File: config.mk
export PLATFORM = sky130hd
export DESIGN_NAME = sd_init_top
export DESIGN_NICKNAME = d
export VERILOG_FILES = /design/src/design/sd_init_pkg.sv /design/src/design/card_regs.sv /design/src/design/gap_timeout_timer.sv /design/src/design/response_checker.sv /design/src/design/sd_init_fsm.sv /design/src/design/sd_init_top.sv
export VERILOG_INCLUDE_DIRS = /design/src /design/src/design
export SDC_FILE = /design/constraint.sdc
export NUM_CORES = 1
export LEC_CHECK = 0
export ABC_CLOCK_PERIOD_IN_PS = 16600
export BUFFER_PORTS_ARGS = -buffer_cell sky130_fd_sc_hd__buf_4
export CAP_MARGIN = 20
export CORE_ASPECT_RATIO = 0.6
export CORE_MARGIN = 4
export CORE_UTILIZATION = 28
export DETAILED_ROUTE_END_ITERATION = 10
export PLACE_DENSITY = 0.65
export SLEW_MARGIN = 20
export SYNTH_ARGS = -nofsm -noshare
export SYNTH_HDL_FRONTEND = slang
export SYNTH_SLANG_ARGS = --single-unit
File: constraint.sdc
create_clock -name ex_clk -period 16.6 [get_ports ex_clk]
set_input_delay 3.32 -clock ex_clk [delete_from_list [all_inputs] [get_ports ex_clk]]
set_output_delay 3.32 -clock ex_clk [all_outputs]
set_load 0.005 [all_outputs]
File: src/design/sd_init_consts.svh
`ifndef SD_INIT_CONSTS_SVH
`define SD_INIT_CONSTS_SVH

// command indices
`define SD_CMD0           6'd0
`define SD_CMD2           6'd2
`define SD_CMD3           6'd3
`define SD_CMD55          6'd55
`define SD_ACMD41         6'd41

// cycle counts, sized to the timer counter
`define SD_TIMER_W        4
`define SD_GAP_CYCLES     4'd8
`define SD_TIMEOUT_LIMIT  4'd5

// response word layout
`define SD_IDX_MSB        124
`define SD_IDX_LSB        119
`define SD_PAY_MSB        118
`define SD_PAY_LSB        87

// payload fields
`define SD_R1_ERR_MASK    32'hFFF8_0000   // card status bits 31..19
`define SD_R6_ERR_LSB     9               // seven error bits, 15..9
`define SD_OCR_BUSY_BIT   31
`define SD_VOLT_MSB       21
`define SD_VOLT_LSB       20

`endif

File: src/design/sd_init_pkg.sv
`include "sd_init_consts.svh"

package sd_init_pkg;

    typedef logic [5:0]   cmd_index_t;
    typedef logic [31:0]  cmd_arg_t;
    typedef logic [37:0]  cmd_frame_t;     // index above argument
    typedef logic [126:0] response_t;
    typedef logic [126:0] cid_t;
    typedef logic [15:0]  rca_t;
    typedef logic [31:0]  card_status_t;

    typedef enum logic [1:0] {resp_r1, resp_r2, resp_r3, resp_r6} resp_kind_t;

    typedef enum logic [1:0] {timer_off, timer_listen, timer_gap} timer_mode_t;

    // per command the order send, wait, receive, proc, gap is relied on
    typedef enum logic [4:0] {
        st_wait_card,
        st_cmd55_send, st_cmd55_wait, st_cmd55_receive, st_cmd55_proc, st_cmd55_gap,
        st_acmd41_send, st_acmd41_wait, st_acmd41_receive, st_acmd41_proc, st_acmd41_gap,
        st_cmd2_send, st_cmd2_wait, st_cmd2_receive, st_cmd2_proc, st_cmd2_gap,
        st_cmd3_send, st_cmd3_wait, st_cmd3_receive, st_cmd3_proc, st_cmd3_gap,
        st_acmd41_retry,    // gap after a busy OCR, back to CMD55
        st_standby,
        st_error,
        st_inactive
    } init_state_t;

endpackage

File: src/design/card_regs.sv
`include "sd_init_consts.svh"

module card_regs (
    input  logic                       ex_clk,
    input  logic                       reset,
    input  sd_init_pkg::response_t     response,
    input  logic                       load_cid,
    input  logic                       load_rca,
    input  logic                       load_r1_status,
    input  logic                       load_r6_status,
    output sd_init_pkg::cid_t          cid,
    output sd_init_pkg::rca_t          rca,
    output sd_init_pkg::card_status_t  card_status
);
    import sd_init_pkg::*;

    card_status_t payload;
    card_status_t r6_status;

    assign payload = response[`SD_PAY_MSB:`SD_PAY_LSB];

    // R6 packs a short status into payload bits 15..0
    always_comb begin
        r6_status       = '0;
        r6_status[23]   = payload[15];
        r6_status[22]   = payload[14];
        r6_status[19]   = payload[13];
        r6_status[12:0] = payload[12:0];
    end

    always_ff @(posedge ex_clk or posedge reset) begin
        if (reset) begin
            cid         <= '0;
            rca         <= '0;   // default address until CMD3
            card_status <= '0;
        end else begin
            if (load_cid) cid <= response;
            if (load_rca) rca <= payload[31:16];
            if (load_r6_status) begin
                card_status <= r6_status;
            end else if (load_r1_status) begin
                card_status <= payload;
            end
        end
    end

endmodule

File: src/design/gap_timeout_timer.sv
`include "sd_init_consts.svh"

module gap_timeout_timer (
    input  logic                      ex_clk,
    input  logic                      reset,
    input  sd_init_pkg::timer_mode_t  timer_mode,
    input  logic                      sd_receive_started,
    output logic                      timed_out,
    output logic                      gap_done
);
    import sd_init_pkg::*;

    logic [`SD_TIMER_W-1:0] count;

    always_ff @(posedge ex_clk or posedge reset) begin
        if (reset) begin
            count <= '0;
        end else begin
            case (timer_mode)
                timer_listen: begin
                    if (sd_receive_started) begin
                        count <= '0;                  // line active again
                    end else if (count != `SD_TIMEOUT_LIMIT) begin
                        count <= count + 1'b1;
                    end
                end
                timer_gap: begin
                    if (!gap_done) count <= count + 1'b1;
                end
                default: count <= '0;
            endcase
        end
    end

    assign timed_out = (timer_mode == timer_listen) && (count == `SD_TIMEOUT_LIMIT);

    // gap state lasts SD_GAP_CYCLES cycles in total
    assign gap_done = (timer_mode == timer_gap) && (count == `SD_GAP_CYCLES - 1'b1);

endmodule

File: src/design/response_checker.sv
`include "sd_init_consts.svh"

module response_checker (
    input  sd_init_pkg::response_t   response,
    input  sd_init_pkg::resp_kind_t  resp_kind,
    output logic                     resp_ok,
    output logic                     card_busy,
    output logic                     volt_bad
);
    import sd_init_pkg::*;

    cmd_index_t   echo_idx;
    card_status_t payload;

    assign echo_idx = response[`SD_IDX_MSB:`SD_IDX_LSB];
    assign payload  = response[`SD_PAY_MSB:`SD_PAY_LSB];

    always_comb begin
        resp_ok   = 1'b0;
        card_busy = 1'b0;
        volt_bad  = 1'b0;
        case (resp_kind)
            resp_r1: begin
                // only CMD55 expects R1 during identification
                resp_ok = (echo_idx == `SD_CMD55) &&
                          ((payload & `SD_R1_ERR_MASK) == 32'h0);
            end
            resp_r2: resp_ok = 1'b1;   // CID, nothing to judge
            resp_r3: begin
                card_busy = payload[`SD_OCR_BUSY_BIT];
                volt_bad  = |payload[`SD_VOLT_MSB:`SD_VOLT_LSB];
                resp_ok   = !card_busy && !volt_bad;
            end
            resp_r6: begin
                // seven status error bits above the LSB
                resp_ok = ~|payload[`SD_R6_ERR_LSB +: 7];
            end
            default: ;
        endcase
    end

endmodule

File: src/design/sd_init_fsm.sv
`include "sd_init_consts.svh"

module sd_init_fsm (
    input  logic                       ex_clk,
    input  logic                       reset,
    input  logic                       sd_cd_pin,
    input  logic                       sd_sending,
    input  logic                       sd_send_finished,
    input  logic                       sd_receive_started,
    input  logic                       sd_receive_finished,
    input  logic                       crc_loaded,
    input  logic                       crc_response_err,
    input  logic                       timed_out,
    input  logic                       gap_done,
    input  logic                       resp_ok,
    input  logic                       card_busy,
    input  logic                       volt_bad,
    input  sd_init_pkg::rca_t          rca,
    input  sd_init_pkg::card_status_t  host_ocr,
    output logic                       send_en,
    output sd_init_pkg::cmd_frame_t    send_cmd_content,
    output logic                       receive_en,
    output logic                       r2_response,
    output logic                       r3_response,
    output logic                       init_done,
    output logic                       init_failed,
    output sd_init_pkg::resp_kind_t    resp_kind,
    output sd_init_pkg::timer_mode_t   timer_mode,
    output logic                       load_cid,
    output logic                       load_rca,
    output logic                       load_r1_status,
    output logic                       load_r6_status
);
    import sd_init_pkg::*;

    init_state_t state;
    init_state_t next_state;
    cmd_index_t  cmd_idx;
    cmd_arg_t    cmd_arg;
    logic        rx_done;

    // R3 carries no CRC, so its end is the receiver's finish flag
    assign rx_done = (resp_kind == resp_r3) ? sd_receive_finished : crc_loaded;

    always_ff @(posedge ex_clk or posedge reset) begin
        if (reset) begin
            state <= st_wait_card;
        end else begin
            state <= next_state;
        end
    end

    always_comb begin
        next_state     = state;
        receive_en     = 1'b0;
        load_cid       = 1'b0;
        load_rca       = 1'b0;
        load_r1_status = 1'b0;
        load_r6_status = 1'b0;
        case (state)
            st_wait_card: if (sd_cd_pin) next_state = st_cmd55_send;
            st_cmd55_send, st_acmd41_send, st_cmd2_send, st_cmd3_send: begin
                if (sd_sending) next_state = init_state_t'(state + 5'd1);
            end
            st_cmd55_wait, st_acmd41_wait, st_cmd2_wait, st_cmd3_wait: begin
                if (sd_send_finished) begin
                    receive_en = 1'b1;              // one cycle only
                    next_state = init_state_t'(state + 5'd1);
                end
            end
            st_cmd55_receive, st_acmd41_receive, st_cmd2_receive, st_cmd3_receive: begin
                if (rx_done) begin
                    next_state = init_state_t'(state + 5'd1);
                end else if (timed_out && !sd_receive_started) begin
                    next_state = st_error;          // a late start still wins
                end
            end
            st_cmd55_proc: begin
                if (resp_ok) begin
                    load_r1_status = 1'b1;
                    next_state     = st_cmd55_gap;
                end else begin
                    next_state = st_error;
                end
            end
            st_acmd41_proc: begin
                // busy is looked at before the voltage window
                if (card_busy)     next_state = st_acmd41_retry;
                else if (volt_bad) next_state = st_inactive;
                else               next_state = st_acmd41_gap;
            end
            st_cmd2_proc: begin
                if (resp_ok) begin
                    load_cid   = 1'b1;
                    next_state = st_cmd2_gap;
                end else begin
                    next_state = st_error;
                end
            end
            st_cmd3_proc: begin
                if (resp_ok) begin
                    load_rca       = 1'b1;
                    load_r6_status = 1'b1;
                    next_state     = st_cmd3_gap;
                end else begin
                    next_state = st_error;
                end
            end
            st_cmd55_gap:    if (gap_done) next_state = st_acmd41_send;
            st_acmd41_gap:   if (gap_done) next_state = st_cmd2_send;
            st_acmd41_retry: if (gap_done) next_state = st_cmd55_send;
            st_cmd2_gap:     if (gap_done) next_state = st_cmd3_send;
            st_cmd3_gap:     if (gap_done) next_state = st_standby;
            st_standby:      next_state = st_standby;
            st_error:        next_state = st_inactive;
            st_inactive:     next_state = st_inactive;
            default:         next_state = st_inactive;
        endcase
        // receiver CRC failure overrides, identification result is final
        if (crc_response_err && state != st_standby && state != st_inactive) begin
            next_state = st_error;
        end
    end

    // line controls decoded from the state alone
    always_comb begin
        send_en     = 1'b0;
        r2_response = 1'b0;
        r3_response = 1'b0;
        timer_mode  = timer_off;
        case (state)
            st_cmd55_send, st_acmd41_send, st_cmd2_send, st_cmd3_send: send_en = 1'b1;
            st_cmd55_receive, st_cmd3_receive: timer_mode = timer_listen;
            st_acmd41_receive: begin
                timer_mode  = timer_listen;
                r3_response = 1'b1;
            end
            st_cmd2_receive: begin
                timer_mode  = timer_listen;
                r2_response = 1'b1;
            end
            st_cmd55_gap, st_acmd41_gap, st_acmd41_retry, st_cmd2_gap, st_cmd3_gap: begin
                timer_mode = timer_gap;
            end
            default: ;
        endcase
    end

    // frame and response kind held for the whole command
    always_comb begin
        cmd_idx   = `SD_CMD0;   // idle frame, never sent
        cmd_arg   = '0;
        resp_kind = resp_r1;
        case (state)
            st_cmd55_send, st_cmd55_wait, st_cmd55_receive, st_cmd55_proc, st_cmd55_gap: begin
                cmd_idx = `SD_CMD55;
                cmd_arg = {rca, 16'h0000};
            end
            st_acmd41_send, st_acmd41_wait, st_acmd41_receive, st_acmd41_proc,
            st_acmd41_gap, st_acmd41_retry: begin
                cmd_idx   = `SD_ACMD41;
                cmd_arg   = {1'b0, host_ocr[30:0]};   // busy bit cleared
                resp_kind = resp_r3;
            end
            st_cmd2_send, st_cmd2_wait, st_cmd2_receive, st_cmd2_proc, st_cmd2_gap: begin
                cmd_idx   = `SD_CMD2;
                resp_kind = resp_r2;
            end
            st_cmd3_send, st_cmd3_wait, st_cmd3_receive, st_cmd3_proc, st_cmd3_gap: begin
                cmd_idx   = `SD_CMD3;
                resp_kind = resp_r6;
            end
            default: ;
        endcase
    end

    assign send_cmd_content = {cmd_idx, cmd_arg};
    assign init_done        = (state == st_standby);
    assign init_failed      = (state == st_error) || (state == st_inactive);

endmodule

File: src/design/sd_init_top.sv
module sd_init_top (
    input  logic                       ex_clk,
    input  logic                       reset,
    input  logic                       sd_cd_pin,
    input  logic                       sd_sending,
    input  logic                       sd_send_finished,
    input  logic                       sd_receive_started,
    input  logic                       sd_receive_finished,
    input  logic                       crc_loaded,
    input  logic                       crc_response_err,
    input  sd_init_pkg::response_t     response,
    input  sd_init_pkg::card_status_t  host_ocr,
    output logic                       send_en,
    output logic                       receive_en,
    output sd_init_pkg::cmd_frame_t    send_cmd_content,
    output logic                       r2_response,
    output logic                       r3_response,
    output logic                       init_done,
    output logic                       init_failed,
    output sd_init_pkg::cid_t          cid,
    output sd_init_pkg::rca_t          rca,
    output sd_init_pkg::card_status_t  card_status
);
    import sd_init_pkg::*;

    logic        timed_out;
    logic        gap_done;
    logic        resp_ok;
    logic        card_busy;
    logic        volt_bad;
    logic        load_cid;
    logic        load_rca;
    logic        load_r1_status;
    logic        load_r6_status;
    resp_kind_t  resp_kind;
    timer_mode_t timer_mode;

    sd_init_fsm u_fsm (
        .ex_clk              (ex_clk),
        .reset               (reset),
        .sd_cd_pin           (sd_cd_pin),
        .sd_sending          (sd_sending),
        .sd_send_finished    (sd_send_finished),
        .sd_receive_started  (sd_receive_started),
        .sd_receive_finished (sd_receive_finished),
        .crc_loaded          (crc_loaded),
        .crc_response_err    (crc_response_err),
        .timed_out           (timed_out),
        .gap_done            (gap_done),
        .resp_ok             (resp_ok),
        .card_busy           (card_busy),
        .volt_bad            (volt_bad),
        .rca                 (rca),
        .host_ocr            (host_ocr),
        .send_en             (send_en),
        .send_cmd_content    (send_cmd_content),
        .receive_en          (receive_en),
        .r2_response         (r2_response),
        .r3_response         (r3_response),
        .init_done           (init_done),
        .init_failed         (init_failed),
        .resp_kind           (resp_kind),
        .timer_mode          (timer_mode),
        .load_cid            (load_cid),
        .load_rca            (load_rca),
        .load_r1_status      (load_r1_status),
        .load_r6_status      (load_r6_status)
    );

    response_checker u_checker (
        .response  (response),
        .resp_kind (resp_kind),
        .resp_ok   (resp_ok),
        .card_busy (card_busy),
        .volt_bad  (volt_bad)
    );

    gap_timeout_timer u_timer (
        .ex_clk             (ex_clk),
        .reset              (reset),
        .timer_mode         (timer_mode),
        .sd_receive_started (sd_receive_started),
        .timed_out          (timed_out),
        .gap_done           (gap_done)
    );

    card_regs u_regs (
        .ex_clk         (ex_clk),
        .reset          (reset),
        .response       (response),
        .load_cid       (load_cid),
        .load_rca       (load_rca),
        .load_r1_status (load_r1_status),
        .load_r6_status (load_r6_status),
        .cid            (cid),
        .rca            (rca),
        .card_status    (card_status)
    );

endmodule

After elaboration in Yosys (flattened, before gate mapping)
Cells that the tools add are included.
- input bits: 168
- word-level logic and storage cells: 121
- bits in registers: 184
- output and inout port bits: 219
- equality and inequality tests: 46
- multiplexer cells: 40
- add/subtract/negate cells: 2
- reduce and logical (&&, ||, !) cells: 28
- operator list (cell ; count):
    $mux 5 ; 15
    $pmux 5 s14 ; 1
    $mux 32 ; 2
    $pmux 32 s2 ; 1
    $eq 5x5->1 const B ; 9
    $eq 5x4->1 const B ; 8
    $logic_not 32->1 ; 1
    $ne 3x2->1 const B ; 9
    $pmux 6 s4 ; 1
    $eq 5x3->1 const B ; 4
    $reduce_or 5->1 ; 4
    $mux 1 ; 12
    $mux 4 ; 3
    $reduce_or 4->1 ; 3
    $eq 5x2->1 const B ; 2
    $ne 5x5->1 const B ; 2
    $reduce_and 9->1 ; 1
    $eq 4x3->1 const B ; 2
    $pmux 4 s2 ; 1
    $logic_and 1x1->1 ; 7
    $reduce_or 7->1 ; 1
    $eq 2x2->1 const B ; 3
    $eq 6x6->1 const B ; 1
    $pmux 2 s3 ; 1
    18 further kinds ; 22

Logic depth before layout (Yosys ltp)
- word-level depth: 10
- depth in mapped cells: 15
- gate-level depth less buffers: 14

Cells and area by module
A second synthesis with hierarchy kept.
- cell total of the unflattened synthesis: 640
- area total of the unflattened synthesis: 8552.0 µm²
- by module, submodules not included (module ; cells an instance ; area an instance (µm²) ; sequential area each (µm²) ; times used):
    card_regs ; 395 ; 6682.7 ; 4379.2 ; 1
    sd_init_fsm ; 199 ; 1457.6 ; 125.1 ; 1
    gap_timeout_timer ; 30 ; 292.8 ; 100.1 ; 1
    response_checker ; 16 ; 118.9 ; 0.0 ; 1

Worst setup path before layout
Ideal clock, no wire load.
- path type: input to output
- from: in host_ocr[16]
- to: out send_cmd_content[16]
- data required time: 13.280 ns
- stages on the path: 1
- arrival: 3.517 ns
- setup slack: 9.763 ns
- path buffers: 0
- path through: a22o_1
- cells in the longest elaborated chain, start to end: 1
- RTL lines (element ; line ; text):
    start, declared ; sd_init_top.sv:12 ; input sd_init_pkg::card_status_t host_ocr,
    $pmux 32 s2 ; sd_init_fsm.sv:154 ; case (state)
    end, declared ; sd_init_top.sv:15 ; output sd_init_pkg::cmd_frame_t send_cmd_content,
No other way between the ends.

Worst setup path after layout
- from: in host_ocr[24]
- to: out send_cmd_content[24]
Same word-level chain as after synthesis.

==> results.json <==
{
  "status": "finished, final reports clean",
  "drt-initial-drc-count": 408,
  "power.density_mw_per_mm2": 177,
  "die_w_um": 231,
  "multi_input_area_mm2": 0.00349,
  "hold_buffers": 0,
  "synth_edf_count": 0,
  "p_comb_frac": 0.456,
  "dp_hpwl_mm": 21.1,
  "antenna_found_initial": 0,
  "grt_pass1_wl_mm": 41.4,
  "syn-num-nets": 796,
  "grt_overflow": 0,
  "crit_required_ns": 13.28,
  "final-setup-viol-count": 0,
  "switching_share": 0.333,
  "core_area_mm2": 0.0290,
  "worstMarginPinSlew_ns": 1.06,
  "dieArea_mm2": 0.0327,
  "fin_crit_sh": 0.430,
  "hold_slack_ns": 0.506,
  "path_clk_slew_ns": 0.07,
  "synth_top_area_frac": 0.553,
  "rows": 48,
  "seq_area_frac_synth": 0.553,
  "synth_most_common_cell": "dfrtp_1",
  "htreeDepth": 4,
  "worstReg2RegEnd": "u_regs.card_status[20]",
  "r2r_start": "u_fsm.state[0]",
  "rsz0062_at_grt": "false",
  "p_int_w": 0.00143,
  "finalHoldViolations": 0,
  "synthTopCellsByCount": "184 x dfrtp_1, 151 x mux2_2, 30 x a22o_1, 24 x clkbuf_1, 20 x and2_1",
  "drc": 0,
  "cp-startpoint": "host_ocr[24]",
  "hp-class": "flip-flop to flip-flop",
  "cts_sinks": 184,
  "ys_warn_count": 0,
  "grt_max_degree": 113,
  "numCtsBuffers": 17,
  "skew_ns": 0.00833,
  "top_level_ports": 387,
  "max_cap_viol_count": 0,
  "netSwitchingPower_w": 0.000715,
  "final_antenna_net_count": 0,
  "portBuffers": 385,
  "via_per_inst": 4.72,
  "grtUsageTotal": 0.166,
  "synth_top_area_cell": "dfrtp_1",
  "gp_congestion": 0.933,
  "clkPwrFrac": 0.182,
  "cp_cell_sequence": "buf_4 > a22o_1 > buf_4",
  "max_freq_ghz": 0.140,
  "drive_gt1_frac": 0.601,
  "synth-main-ff-cell": "dfrtp_1",
  "cp_common_cell": "buf_4",
  "reg2reg_depth": 8,
  "synth_cells": 619,
  "fin_nets": 1169,
  "p_leak_nw": 5.84,
  "slowest_stage": "a22o_1",
  "num_vias": 6638,
  "nFillCells": 2755,
  "finalCriticalPeriod_ns": 7.13,
  "clk_path_buf_depth": 2,
  "insertion_delay_ns": 0.44,
  "cts_resized": 0,
  "power.share.sequential": 0.362,
  "cts_tree": "done",
  "final.setup.tns_ns": 0,
  "ys_types": 71,
  "avgSynthCellArea_um2": 13.5,
  "cp-endpoint": "send_cmd_content[24]",
  "dr.pass1.iters": 5,
  "cts-root-buf": "clkbuf_16",
  "grt_pass1_vias": 6871,
  "synthesis.area_mm2": 0.00833,
  "r2r_slack_ns": 12.83,
  "drt-total-wl_mm": 27.9,
  "critPathMaxFanout": 1,
  "die_h_um": 142,
  "cp-end-kind": "output port",
  "maxSlewViolCount": 0,
  "critical_path_class": "input pin to output port",
  "start_util": 0.287,
  "ys_ff_latch": 184,
  "cpPeakStageDelay_ns": 0.23,
  "cp.arrival_ns": 3.81,
  "async_flop_share": 1.00,
  "cts_setup_buffers": 0,
  "slew_headroom": 0.295,
  "irDropWorstVdd_mv": 0.0831,
  "register_area_mm2": 0.00460,
  "synthTopCellsByArea": "dfrtp_1 55%, mux2_2 20%, a22o_1 3.2%",
  "start_kind": "input pin",
  "area_growth_pct": 46.2,
  "routedWlPerCell_um": 19.8
}
-- worst min-delay path by stage --
stage	from	end	slack, ns	cells after the start
floorplan	u_timer.count[1]	u_timer.count[1]	0.50	2
global placement	u_regs.cid[80]	u_regs.cid[80]	0.49	1
detailed placement	u_regs.card_status[29]	u_regs.card_status[29]	0.49	1
CTS	u_regs.cid[70]	u_regs.cid[70]	0.51	1
global route	u_regs.cid[21]	u_regs.cid[21]	0.52	1
finish	u_regs.cid[113]	u_regs.cid[113]	0.51	1
-- critical path: cells and delay by family --
| kind | cells | cell delay (ns) |
|---|---|---|
| AO/OA/AOI/OAI | 1 | 0.23 |
| buffers and inverters | 2 | 0.26 |
-- final cells by class --
cell class | instances | share of cell area
tap | 400 | 0.0411
multi-input combinational | 382 | 0.287
clock inverter | 13 | 0.00915
antenna | 1 | 0.000206
sequential | 184 | 0.378
inverter | 13 | 0.00463
timing repair buffer | 394 | 0.243
clock buffer | 19 | 0.0364
-- flip-flops by register name (all words and copies together) (netlist names) --
| name | flops |
|---|---|
| u_fsm.state | 5 |
| u_regs.card_status | 32 |
| u_regs.cid | 127 |
| u_regs.rca | 16 |
| u_timer.count | 4 |
-- layer usage --
| metal | GRT usage | wire (um) | vias to the layer above |
|---|---|---|---|
| met5 | 0 | 0 | - |
| met4 | 0.0544 | 595 | 0 |
| met3 | 0.0638 | 2550 | 29 |
| met2 | 0.256 | 12700 | 312 |
| met1 | 0.217 | 12100 | 3277 |
| li1 | - | - | 3020 |
-- layout by cell type (no fill, tap or decap), drive strengths merged, types with 10 or more instances in the layout --
master / count
a21oi: 10
a22o: 30
and2: 20
buf: 394
clkbuf: 19
dfrtp: 184
inv: 20
mux2: 160
nand2: 12
nor2: 13
nor2b: 12
o21ai: 10
-- metrics by stage --
step,utilization,cells,power [W],setup slack (ns),instance area (um2)
global route,0.419,1405,0.00229,9.45,12200
floorplan,-,619,0.00122,8.28,8330
global placement,0.400,1373,0.00175,9.45,11600
detailed placement,0.400,1373,0.00178,9.45,11600
finish,0.420,1406,0.00215,9.47,12200
CTS,0.419,1405,0.00218,9.45,12200
-- power by group through the flow --
stage / combinational, W / sequential [W] / clock [W]
after floorplan: 0.000438 / 0.000785 / 0
after global placement: 0.000976 / 0.000775 / 0
after detailed placement: 0.000992 / 0.000784 / 0
after CTS: 0.000993 / 0.000778 / 0.000405
after global routing: 0.00106 / 0.000804 / 0.000424
final: 0.000981 / 0.000777 / 0.000391
-- cells by family (layout without fill, tap and decap cells) --
group           count (synthesis)  count (layout)  share of synthesized area
compound gates                 99              99                     0.0974
fa+ha+maj                       9               9                     0.0135
flops                         184             184                      0.553
buf+inv                        53             439                     0.0291
other cells                     0               1                          0
simple gates                  113             113                     0.0854
mux                           161             161                      0.222
Note: power is estimated with default switching activity, not from simulation.
